**src/include/taint_mul_defines.svh**
```systemverilog
/*
 * Width macros shared by the taint-tracking multiplier RTL and testbench.
 * Include this file wherever an operand or counter width is needed.
 */

`ifndef TAINT_MUL_DEFINES_SVH
`define TAINT_MUL_DEFINES_SVH

// ====================
// Operand sizing
// ====================

// Bits per operand word, product is twice this
`define MUL_WIDTH 8

// Bit counter must reach MUL_WIDTH itself, so one bit wider than an index
`define MUL_CNT_WIDTH 4

`endif

```
**src/verilog/taintMulPkg.sv**
```systemverilog
/*
 * Types shared by the multiplier control FSM and its bound checker.
 * Import with a wildcard in the module header.
 */

package taintMulPkg;

    // ====================
    // Control FSM states
    // ====================

    // One add/skip step per multiplier bit, SHIFT always comes first
    typedef enum logic [2:0] {
        START = 3'd0,
        INIT  = 3'd1,
        SHIFT = 3'd2,
        NOP   = 3'd3,
        LOAD  = 3'd4,
        FINAL = 3'd5
    } ctrlState;

endpackage

```
**src/verilog/mulCtrlIf.sv**
```systemverilog
/*
 * Control and datapath link of the multiplier.
 * Every strobe travels with a taint bit that marks secret-dependent control.
 */

`include "taint_mul_defines.svh"

interface mulCtrlIf;

    // Datapath strobes and their taints
    logic rsLoad;
    logic rsLoadTaint;
    logic rsClear;
    logic rsClearTaint;
    logic rsShr;
    logic rsShrTaint;
    logic mrLoad;
    logic mrLoadTaint;
    logic mdLoad;
    logic mdLoadTaint;
    logic productDone;
    logic productDoneTaint;

    // Multiplier word seen by the FSM for branching
    logic [`MUL_WIDTH-1:0] multiplier;
    logic multiplierTaint;

    modport ctrl (
        output rsLoad, rsLoadTaint, rsClear, rsClearTaint, rsShr, rsShrTaint,
        output mrLoad, mrLoadTaint, mdLoad, mdLoadTaint,
        output productDone, productDoneTaint,
        input  multiplier, multiplierTaint
    );

    modport dp (
        input  rsLoad, rsLoadTaint, rsClear, rsClearTaint, rsShr, rsShrTaint,
        input  mrLoad, mrLoadTaint, mdLoad, mdLoadTaint,
        input  productDone, productDoneTaint,
        output multiplier, multiplierTaint
    );

endinterface

```
**src/verilog/multiplierControl.sv**
```systemverilog
/*
 * Shift-and-add control FSM with word-level taint on state and bit counter.
 * Drives the datapath strobes, each with a taint bit, through mulCtrlIf.
 */

`include "taint_mul_defines.svh"

module multiplierControl
    import taintMulPkg::*;
(
    input  logic clk,
    input  logic rst,
    input  logic start,
    input  logic startTaint,
    input  logic resultPending,
    output logic inReady,
    mulCtrlIf.ctrl ctl
);

    ctrlState state;
    ctrlState nextState;
    logic [`MUL_CNT_WIDTH-1:0] bitCnt;
    logic cntDone;
    logic curBit;
    // Shared taint of state and counter, sticky until FINAL
    logic ctlTaint;
    logic strobeTaint;

    // ====================
    // Decode
    // ====================

    assign cntDone = (bitCnt == `MUL_CNT_WIDTH'(`MUL_WIDTH));
    // Index bits only, counter top bit is set just once the last step is done
    assign curBit = ctl.multiplier[bitCnt[`MUL_CNT_WIDTH-2:0]];

    // New job not accepted while the output register still holds a result
    assign inReady = (state == START) && !resultPending;

    // In START the only steering input is the start request
    assign strobeTaint = (state == START) ? startTaint : ctlTaint;

    always_comb begin
        nextState = state;
        case (state)
            START: begin
                if (start) begin
                    nextState = INIT;
                end
            end
            INIT: nextState = SHIFT;
            SHIFT: nextState = curBit ? LOAD : NOP;
            NOP, LOAD: nextState = cntDone ? FINAL : SHIFT;
            FINAL: nextState = START;
            default: nextState = START;
        endcase
    end

    // ====================
    // Strobes
    // ====================

    always_comb begin
        ctl.rsLoad = 1'b0;
        ctl.rsClear = 1'b0;
        ctl.rsShr = 1'b0;
        ctl.mrLoad = 1'b0;
        ctl.mdLoad = 1'b0;
        ctl.productDone = 1'b0;
        case (state)
            // Operands captured on the accepting edge
            START: begin
                ctl.mdLoad = start;
                ctl.mrLoad = start;
            end
            INIT: ctl.rsClear = 1'b1;
            SHIFT: ctl.rsShr = 1'b1;
            LOAD: ctl.rsLoad = 1'b1;
            FINAL: begin
                ctl.rsShr = 1'b1;
                ctl.productDone = 1'b1;
            end
            default: ;
        endcase
    end

    // Every strobe value depends on the state, so all share its taint
    assign ctl.rsLoadTaint = strobeTaint;
    assign ctl.rsClearTaint = strobeTaint;
    assign ctl.rsShrTaint = strobeTaint;
    assign ctl.mrLoadTaint = strobeTaint;
    assign ctl.mdLoadTaint = strobeTaint;
    assign ctl.productDoneTaint = strobeTaint;

    // ====================
    // State, counter, taint
    // ====================

    always_ff @(posedge clk) begin
        if (rst) begin
            state <= START;
            bitCnt <= '0;
            ctlTaint <= 1'b0;
        end else begin
            state <= nextState;
            case (state)
                START: begin
                    if (start) begin
                        ctlTaint <= startTaint;
                    end
                end
                INIT: bitCnt <= '0;
                SHIFT: begin
                    bitCnt <= bitCnt + 1'b1;
                    // Branch on a tainted word taints everything after it
                    ctlTaint <= ctlTaint | ctl.multiplierTaint;
                end
                FINAL: ctlTaint <= 1'b0;
                default: ;
            endcase
        end
    end

endmodule

```
**src/verilog/multiplierDatapath.sv**
```systemverilog
/*
 * Operand registers, shift-add accumulator with taint, and output register.
 * Strobes come from multiplierControl through mulCtrlIf.
 */

`include "taint_mul_defines.svh"

module multiplierDatapath (
    input  logic clk,
    input  logic rst,
    input  logic [`MUL_WIDTH-1:0] multiplicand,
    input  logic [`MUL_WIDTH-1:0] multiplier,
    input  logic multiplicandTaint,
    input  logic multiplierTaint,
    input  logic outReady,
    output logic outValid,
    output logic resultPending,
    output logic [2*`MUL_WIDTH-1:0] product,
    output logic productTaint,
    mulCtrlIf.dp ctl
);

    logic [`MUL_WIDTH-1:0] mdReg;
    logic mdTaint;
    logic [`MUL_WIDTH-1:0] mrReg;
    logic mrTaint;
    logic [2*`MUL_WIDTH-1:0] resultReg;
    // Add carry, shifted into the top bit on the next shift
    logic resultCarry;
    logic resultTaint;
    logic resultTaintNext;
    logic [`MUL_WIDTH:0] upperSum;
    logic [2*`MUL_WIDTH-1:0] shiftedResult;

    assign upperSum = {1'b0, resultReg[2*`MUL_WIDTH-1:`MUL_WIDTH]} + {1'b0, mdReg};
    assign shiftedResult = {resultCarry, resultReg[2*`MUL_WIDTH-1:1]};

    assign ctl.multiplier = mrReg;
    assign ctl.multiplierTaint = mrTaint;

    // ====================
    // Operands
    // ====================

    always_ff @(posedge clk) begin
        if (ctl.mdLoad) begin
            mdReg <= multiplicand;
        end
        if (ctl.mrLoad) begin
            mrReg <= multiplier;
        end
    end

    always_ff @(posedge clk) begin
        if (rst) begin
            mdTaint <= 1'b0;
            mrTaint <= 1'b0;
        end else begin
            if (ctl.mdLoad) begin
                mdTaint <= multiplicandTaint | ctl.mdLoadTaint;
            end
            if (ctl.mrLoad) begin
                mrTaint <= multiplierTaint | ctl.mrLoadTaint;
            end
        end
    end

    // ====================
    // Accumulator
    // ====================

    always_ff @(posedge clk) begin
        if (ctl.rsClear) begin
            resultReg <= '0;
            resultCarry <= 1'b0;
        end else if (ctl.rsLoad) begin
            resultReg <= {upperSum[`MUL_WIDTH-1:0], resultReg[`MUL_WIDTH-1:0]};
            resultCarry <= upperSum[`MUL_WIDTH];
        end else if (ctl.rsShr) begin
            resultReg <= shiftedResult;
            resultCarry <= 1'b0;
        end
    end

    // A tainted strobe taints the result even when it does not fire
    always_comb begin
        resultTaintNext = ctl.rsClear ? 1'b0 : resultTaint;
        resultTaintNext = resultTaintNext | ctl.rsClearTaint | ctl.rsLoadTaint | ctl.rsShrTaint;
        if (ctl.rsLoad) begin
            resultTaintNext = resultTaintNext | mdTaint;
        end
    end

    always_ff @(posedge clk) begin
        if (rst) begin
            resultTaint <= 1'b0;
        end else begin
            resultTaint <= resultTaintNext;
        end
    end

    // ====================
    // Output register
    // ====================

    assign resultPending = outValid;

    always_ff @(posedge clk) begin
        if (ctl.productDone) begin
            product <= shiftedResult;
        end
    end

    always_ff @(posedge clk) begin
        if (rst) begin
            outValid <= 1'b0;
            productTaint <= 1'b0;
        end else if (ctl.productDone) begin
            outValid <= 1'b1;
            productTaint <= resultTaintNext | ctl.productDoneTaint;
        end else if (outValid && outReady) begin
            outValid <= 1'b0;
        end
    end

endmodule

```
**src/verilog/taintMultiplier.sv**
```systemverilog
/*
 * Top level of the taint-tracking multiplier with valid/ready ports.
 * One multiplication in flight, product held until outReady.
 */

`include "taint_mul_defines.svh"

module taintMultiplier (
    input  logic clk,
    input  logic rst,
    // Operand side
    input  logic inValid,
    output logic inReady,
    input  logic [`MUL_WIDTH-1:0] multiplicand,
    input  logic [`MUL_WIDTH-1:0] multiplier,
    input  logic multiplicandTaint,
    input  logic multiplierTaint,
    input  logic startTaint,
    // Product side
    output logic outValid,
    input  logic outReady,
    output logic [2*`MUL_WIDTH-1:0] product,
    output logic productTaint
);

    logic accept;
    logic resultPending;

    mulCtrlIf ctlBus ();

    // Input transfer starts a job
    assign accept = inValid & inReady;

    multiplierControl i_multiplierControl (
        .clk(clk),
        .rst(rst),
        .start(accept),
        .startTaint(startTaint),
        .resultPending(resultPending),
        .inReady(inReady),
        .ctl(ctlBus.ctrl)
    );

    multiplierDatapath i_multiplierDatapath (
        .clk(clk),
        .rst(rst),
        .multiplicand(multiplicand),
        .multiplier(multiplier),
        .multiplicandTaint(multiplicandTaint),
        .multiplierTaint(multiplierTaint),
        .outReady(outReady),
        .outValid(outValid),
        .resultPending(resultPending),
        .product(product),
        .productTaint(productTaint),
        .ctl(ctlBus.dp)
    );

endmodule

```
**config.mk**
```make
export PLATFORM = sky130hd
export DESIGN_NAME = taintMultiplier
export DESIGN_NICKNAME = d
export VERILOG_FILES = /design/src/verilog/taintMulPkg.sv /design/src/verilog/mulCtrlIf.sv /design/src/verilog/multiplierControl.sv /design/src/verilog/multiplierDatapath.sv /design/src/verilog/taintMultiplier.sv
export VERILOG_INCLUDE_DIRS = /design/src /design/src/include
export SDC_FILE = /design/constraint.sdc
export NUM_CORES = 1
export LEC_CHECK = 0
export BUFFER_PORTS_ARGS = -buffer_cell sky130_fd_sc_hd__buf_4
export CORE_MARGIN = 1
export CORE_UTILIZATION = 55
export CTS_BUF_LIST = sky130_fd_sc_hd__clkbuf_4
export DETAILED_ROUTE_END_ITERATION = 10
export PLACE_DENSITY = 0.77
export REMOVE_ABC_BUFFERS = 1
export SYNTH_ARGS = -nofsm -noshare
export SYNTH_HDL_FRONTEND = slang
export SYNTH_SLANG_ARGS = --single-unit
```
**constraint.sdc**
```tcl
create_clock -name clk -period 4.5 [get_ports clk]
set_input_delay 0.225 -clock clk [delete_from_list [all_inputs] [get_ports clk]]
set_output_delay 0.225 -clock clk [all_outputs]
set_load 0.05 [all_outputs]
```
### Yosys cells after proc, flatten, opt, wreduce, memory -nomap -nowiden

Index checks and enable logic that the tools add are counted.

* latch bits: 0
* memories kept: 0
* ROM bits: 0
* RAM bits: 0
* register bits after elaboration: 62
* word-level logic and storage cells: 69

* equality and inequality tests: 7
* reduce and logical (&&, ||, !) cells: 12
* mux-type cells: 23
* div/mod/pow operators: 0
* $mul: 0
* magnitude comparators: 1
* shift operators: 0
* add/sub/neg operators: 2
* bitwise logic cells: 10

Operator list (count)
* 16-bit two-way mux: 2
* 1-bit two-way mux: 14
* 3-bit one-hot mux with 4 select lines: 1
* 8-bit by 8-bit adder with 9-bit output: 1
* 3-bit two-way mux: 3
* 1-bit bitwise OR: 8
* 4-bit one-hot mux with 2 select lines: 1
* 3-bit by 2-bit == test with 1-bit output, second input constant: 2
* 3-bit == test, second input constant: 2
* 2-bit nonzero test: 3
* 4-bit by 1-bit adder with 4-bit output, second input constant: 1
* 4-bit == test, second input constant: 1
* 3-bit by 4-bit < comparator with 1-bit output, second input constant: 1
* 2-bit AND reduction: 2
* 2-bit OR reduction: 2
* 1-bit binary-select mux with 3-bit select: 1
* 3-bit by 1-bit == test with 1-bit output, second input constant: 1
* 3-bit zero test: 1
* 1-bit one-hot mux with 3 select lines: 1
* 3-bit nonzero test: 1
* 1-bit logical AND: 2
* 2-bit by 1-bit != test with 1-bit output, second input constant: 1
* 1-bit bitwise AND: 1
* 1-bit zero test: 1
* 1-bit inverter: 1

### Longest topological paths before layout

* depth in word-level cells: 9
* depth in mapped cells: 8

### By module

Synthesis repeated with hierarchy kept, for this count alone.

* cells, all modules: 253
* area total of the unflattened synthesis: 2856.5 um^2

Modules (own cells, without submodules)
* multiplierDatapath: area an instance 2188.3 um^2, sequential area each 1381.3 um^2, instances 1, cells each 170
* multiplierControl: area an instance 661.9 um^2, sequential area each 160.2 um^2, instances 1, cells each 82
* taintMultiplier: area an instance 6.3 um^2, sequential area each 0.0 um^2, instances 1, cells each 1

### Worst setup path after synthesis

OpenSTA, ideal clock, no wires.

* path kind: register to output
* start: register i_multiplierControl.state[0]
* end: output port inReady
* data required time: 4.275 ns
* arrival time: 1.521 ns
* stages on the path, launching flop included: 4
* setup slack: 2.754 ns
* buffers on the path: 1
* path through: dfxtp_1 > buf_2 > or3_4 > nor2_1

* cells in the longest elaborated chain, start to end: 2

Ends and longest elaborated chain
* start, declared: RTL line multiplierControl.sv:20 `ctrlState state;`
* start signal, assigned: RTL line multiplierControl.sv:105 `state <= nextState;`
* 3-bit zero test: RTL line multiplierControl.sv:38 `assign inReady = (state == START) && !resultPending;`
* 1-bit logical AND: RTL line multiplierControl.sv:38
* end, declared: RTL line taintMultiplier.sv:13 `output logic inReady,`

Every way passes these cells.

### Worst setup path in the final report

* start: register i_multiplierControl.state[2]
* end: register i_multiplierDatapath.resultReg[14]

* cells in the longest elaborated chain, start to end: 4

Ends and longest elaborated chain
* 3-bit by 2-bit == test with 1-bit output or 3-bit == test (tied branches): RTL line multiplierControl.sv:70 `case (state)`
* 2-bit OR reduction (no source line)
* 1-bit two-way mux: RTL line multiplierControl.sv:70
* 2-bit nonzero test (no source line)
* end signal, assigned: RTL line multiplierDatapath.sv:77 `` resultReg <= {upperSum[`MUL_WIDTH-1:0], resultReg[`MUL_WIDTH-1:0]}; ``
* end signal, assigned: RTL line multiplierDatapath.sv:80 `resultReg <= shiftedResult;`
* end, declared: RTL line multiplierDatapath.sv:27 `` logic [2*`MUL_WIDTH-1:0] resultReg; ``

Parallel ways exist; a longest one is shown, timed or not.
A chain may end at the register's enable or synchronous reset.

==> results_dict.tcl <==
set metrics [dict create \
    peakVddDrop_mv 0.288 \
    rsz0062_at_grt "false" \
    status "complete, no violations" \
    ys_warn_count 0 \
    htree_levels 3 \
    cp-end-kind "flip-flop" \
    multi_input_area_um2 1140 \
    synthAdderAreaFrac 0.0523 \
    insertion_delay_ps 400 \
    synth.area.mux_share 0.0424 \
    yosys_most_used_dff "edfxtp_1" \
    max_stage_delay_ps 880 \
    numCtsBuffers 9 \
    grt_overflow 0 \
    async_reset_ff_frac 0 \
    root_buffer "clkbuf_4" \
    hpwl_mm 3.53 \
    grt_use_total 0.216 \
    yosys.area_share.xor_xnor 0.00947 \
    p_leak_nw 1.29 \
    fin_skew_ps 13.7 \
    dieArea_um2 5330 \
    power_density_nw_per_um2 374 \
    hold_path.class "input port to flip-flop" \
    synth-compound-area-share 0.181 \
    fin_setup_tns_ps 0 \
    synth_area_leaders "edfxtp_1, dfxtp_1, ha_1, nor2_1, a21oi_1" \
    grt_pass1_wl_mm 8.56 \
    die_y_um 73.0 \
    finalSetupViolCount 0 \
    areaGrowthSynthToFinish_pct 22.8 \
    synth.top_cell.area_share 0.346 \
    synthCells 253 \
    synth_common_cells "edfxtp_1, dfxtp_1, nor2_1, nand2_1, a21oi_1" \
    die_w_um 73.0 \
    min_period_over_period 0.496 \
    io_buffer_count 41 \
    required_ps 4800 \
    num_vias 2087 \
    regArea_um2 1540 \
    cpMaxStageDelayCell "dfxtp_1" \
    totalWireLength_mm 5.29 \
    drive_above_1_share 0.214 \
    cap_viol_max_count 0 \
    n_fill_cell 329 \
    path_clk_slew_ps 110 \
    whs_ps 75.2 \
    first_pass_iters 4 \
    startpoint_type "flip-flop" \
    diodes 0 \
    synth_top_cell_by_area "edfxtp_1" \
    period_needed_ps 2230 \
    synthSimpleGateAreaFrac 0.127 \
    yosysSeqAreaShare 0.555 \
    cts_setup_buffers 0 \
    numClockSinks 61 \
    worst_slew_pin_slew_ps 880 \
    start_util 0.580 \
    antenna_left 0 \
    detail_route.wl_per_cell_um 13.9 \
    rows 25 \
    initialDrtViolationCount 204 \
    crit_fanout 27 \
    tritoncts "built" \
    grt_pass1_vias 1849 \
    post-synth-top-count-cell "edfxtp_1" \
    crit_type "flip-flop to flip-flop" \
    core_um2 4790 \
    avgViaCountPerCell 5.49 \
    place_congestion 0.865 \
    fmax_ghz 0.448 \
    synth_edf_count 32 \
    path_cells "and2b_1 > nand2_1 > o21ai_1 > a22oi_1 > o31ai_1" \
    num-nets-final 342 \
    finalHoldViolations 0 \
    synth.distinct_cells 49 \
    ys_seq_elements 61 \
    clock_path_buffers 2 \
    slew_viol_final 0 \
    synth_area_per_cell_um2 11.0 \
    grt_max_degree 30 \
    ios 42 \
    drc 0 \
    antenna_found_initial 0 \
    synth_top_family_by_area "compound AO/OA/AOI/OAI gates" \
    slew_headroom 0.413 \
    arrival_ps 2540 \
    synth_area_um2 2780 \
]
[kinds of logic after synthesis]
logic type | after synthesis
xor gates and xnor gates | 3
adders and majority gates | 11
DFF | 61
muxes | 8
and+or+nand+nor | 71
buffers and inverters | 21
AOI/OAI and AO/OA | 78
[power by group]
| part | total [mW] | internal (mW) | switching, mW |
|---|---|---|---|
| logic | 0.226 | 0.108 | 0.119 |
| clock network | 0.383 | 0.172 | 0.211 |
| registers | 0.666 | 0.624 | 0.0417 |
[through the flow]
step	setup WS [ps]	instances	power, mW	utilization	instance area [um^2]
6_report	2270	380	1.27	0.712	3410
5_1_grt	2030	380	1.34	0.712	3410
4_1_cts	2280	380	1.28	0.712	3410
3_5_place_dp	2290	348	0.890	0.649	3110
3_3_place_gp	2390	348	0.883	0.649	3110
2_1_floorplan	2620	240	0.826	-	2710
[metal layers]
metal  wire [um]  global-route usage
met1        2550               0.299
met5           0                   0
met2        2420               0.322
met3         270              0.0511
met4          46              0.0980
[flip-flops by register name (all words and copies together), names as in the netlist, 3 cells and up]
register / count
i_multiplierDatapath.product: 16
i_multiplierDatapath.ctl.multiplier: 8
i_multiplierDatapath.mdReg: 8
i_multiplierDatapath.resultReg: 15
i_multiplierControl.bitCnt: 4
i_multiplierControl.state: 3
[critical path, delay by kind of cell (launching register included)]
kind / cells / cell delay, ps
and+or+nand+nor: 2 / 430
AOI/OAI and AO/OA: 3 / 840
DFF: 1 / 880
[placed cells by master, fill, tap and decap left out, types with 3 or more instances in the layout]
master,Yosys,routed
a22o_1,5,5
inv_1,6,6
a22oi_1,7,7
ha_1,10,10
clkbuf_4,0,9
nand2b_1,6,6
dfxtp_1,29,29
a31oi_1,3,3
nor2b_1,5,5
o21ai_1,9,9
mux2i_1,5,5
nor3_1,3,3
buf_4,0,41
o21ai_0,15,15
o31ai_1,3,3
nand2_1,19,19
nor2_1,23,23
edfxtp_1,32,32
a211oi_1,5,5
a21oi_1,16,16
dlygate4sd3_1,0,16
[final cells by class]
type                            count  share of cell area
Clock buffer                        9              0.0198
Clock inverter                      7              0.0217
Inverter                            8             0.00881
Multi-Input combinational cell    171               0.335
Sequential cell                    61               0.452
Tap cell                           67              0.0246
Timing Repair Buffer               57               0.137
[what timing repair did]
item,4_1_cts,5_1_grt
hold endpoints to repair,16,0
hold buffers,16,0
resized for setup,0,0
[path summary, 6_finish.rpt]
check                                  endpoint  cells past startpoint  slack (ps)                         startpoint
max          i_multiplierDatapath.resultReg[14]                      5        2270       i_multiplierControl.state[2]
min               i_multiplierControl.bitCnt[2]                      2          80                                rst
max reg2reg  i_multiplierDatapath.resultReg[14]                      5        2270       i_multiplierControl.state[2]
min reg2reg     i_multiplierDatapath.product[0]                      0         460  i_multiplierDatapath.resultReg[1]
No activity file was read; power rests on OpenSTA's default activity.
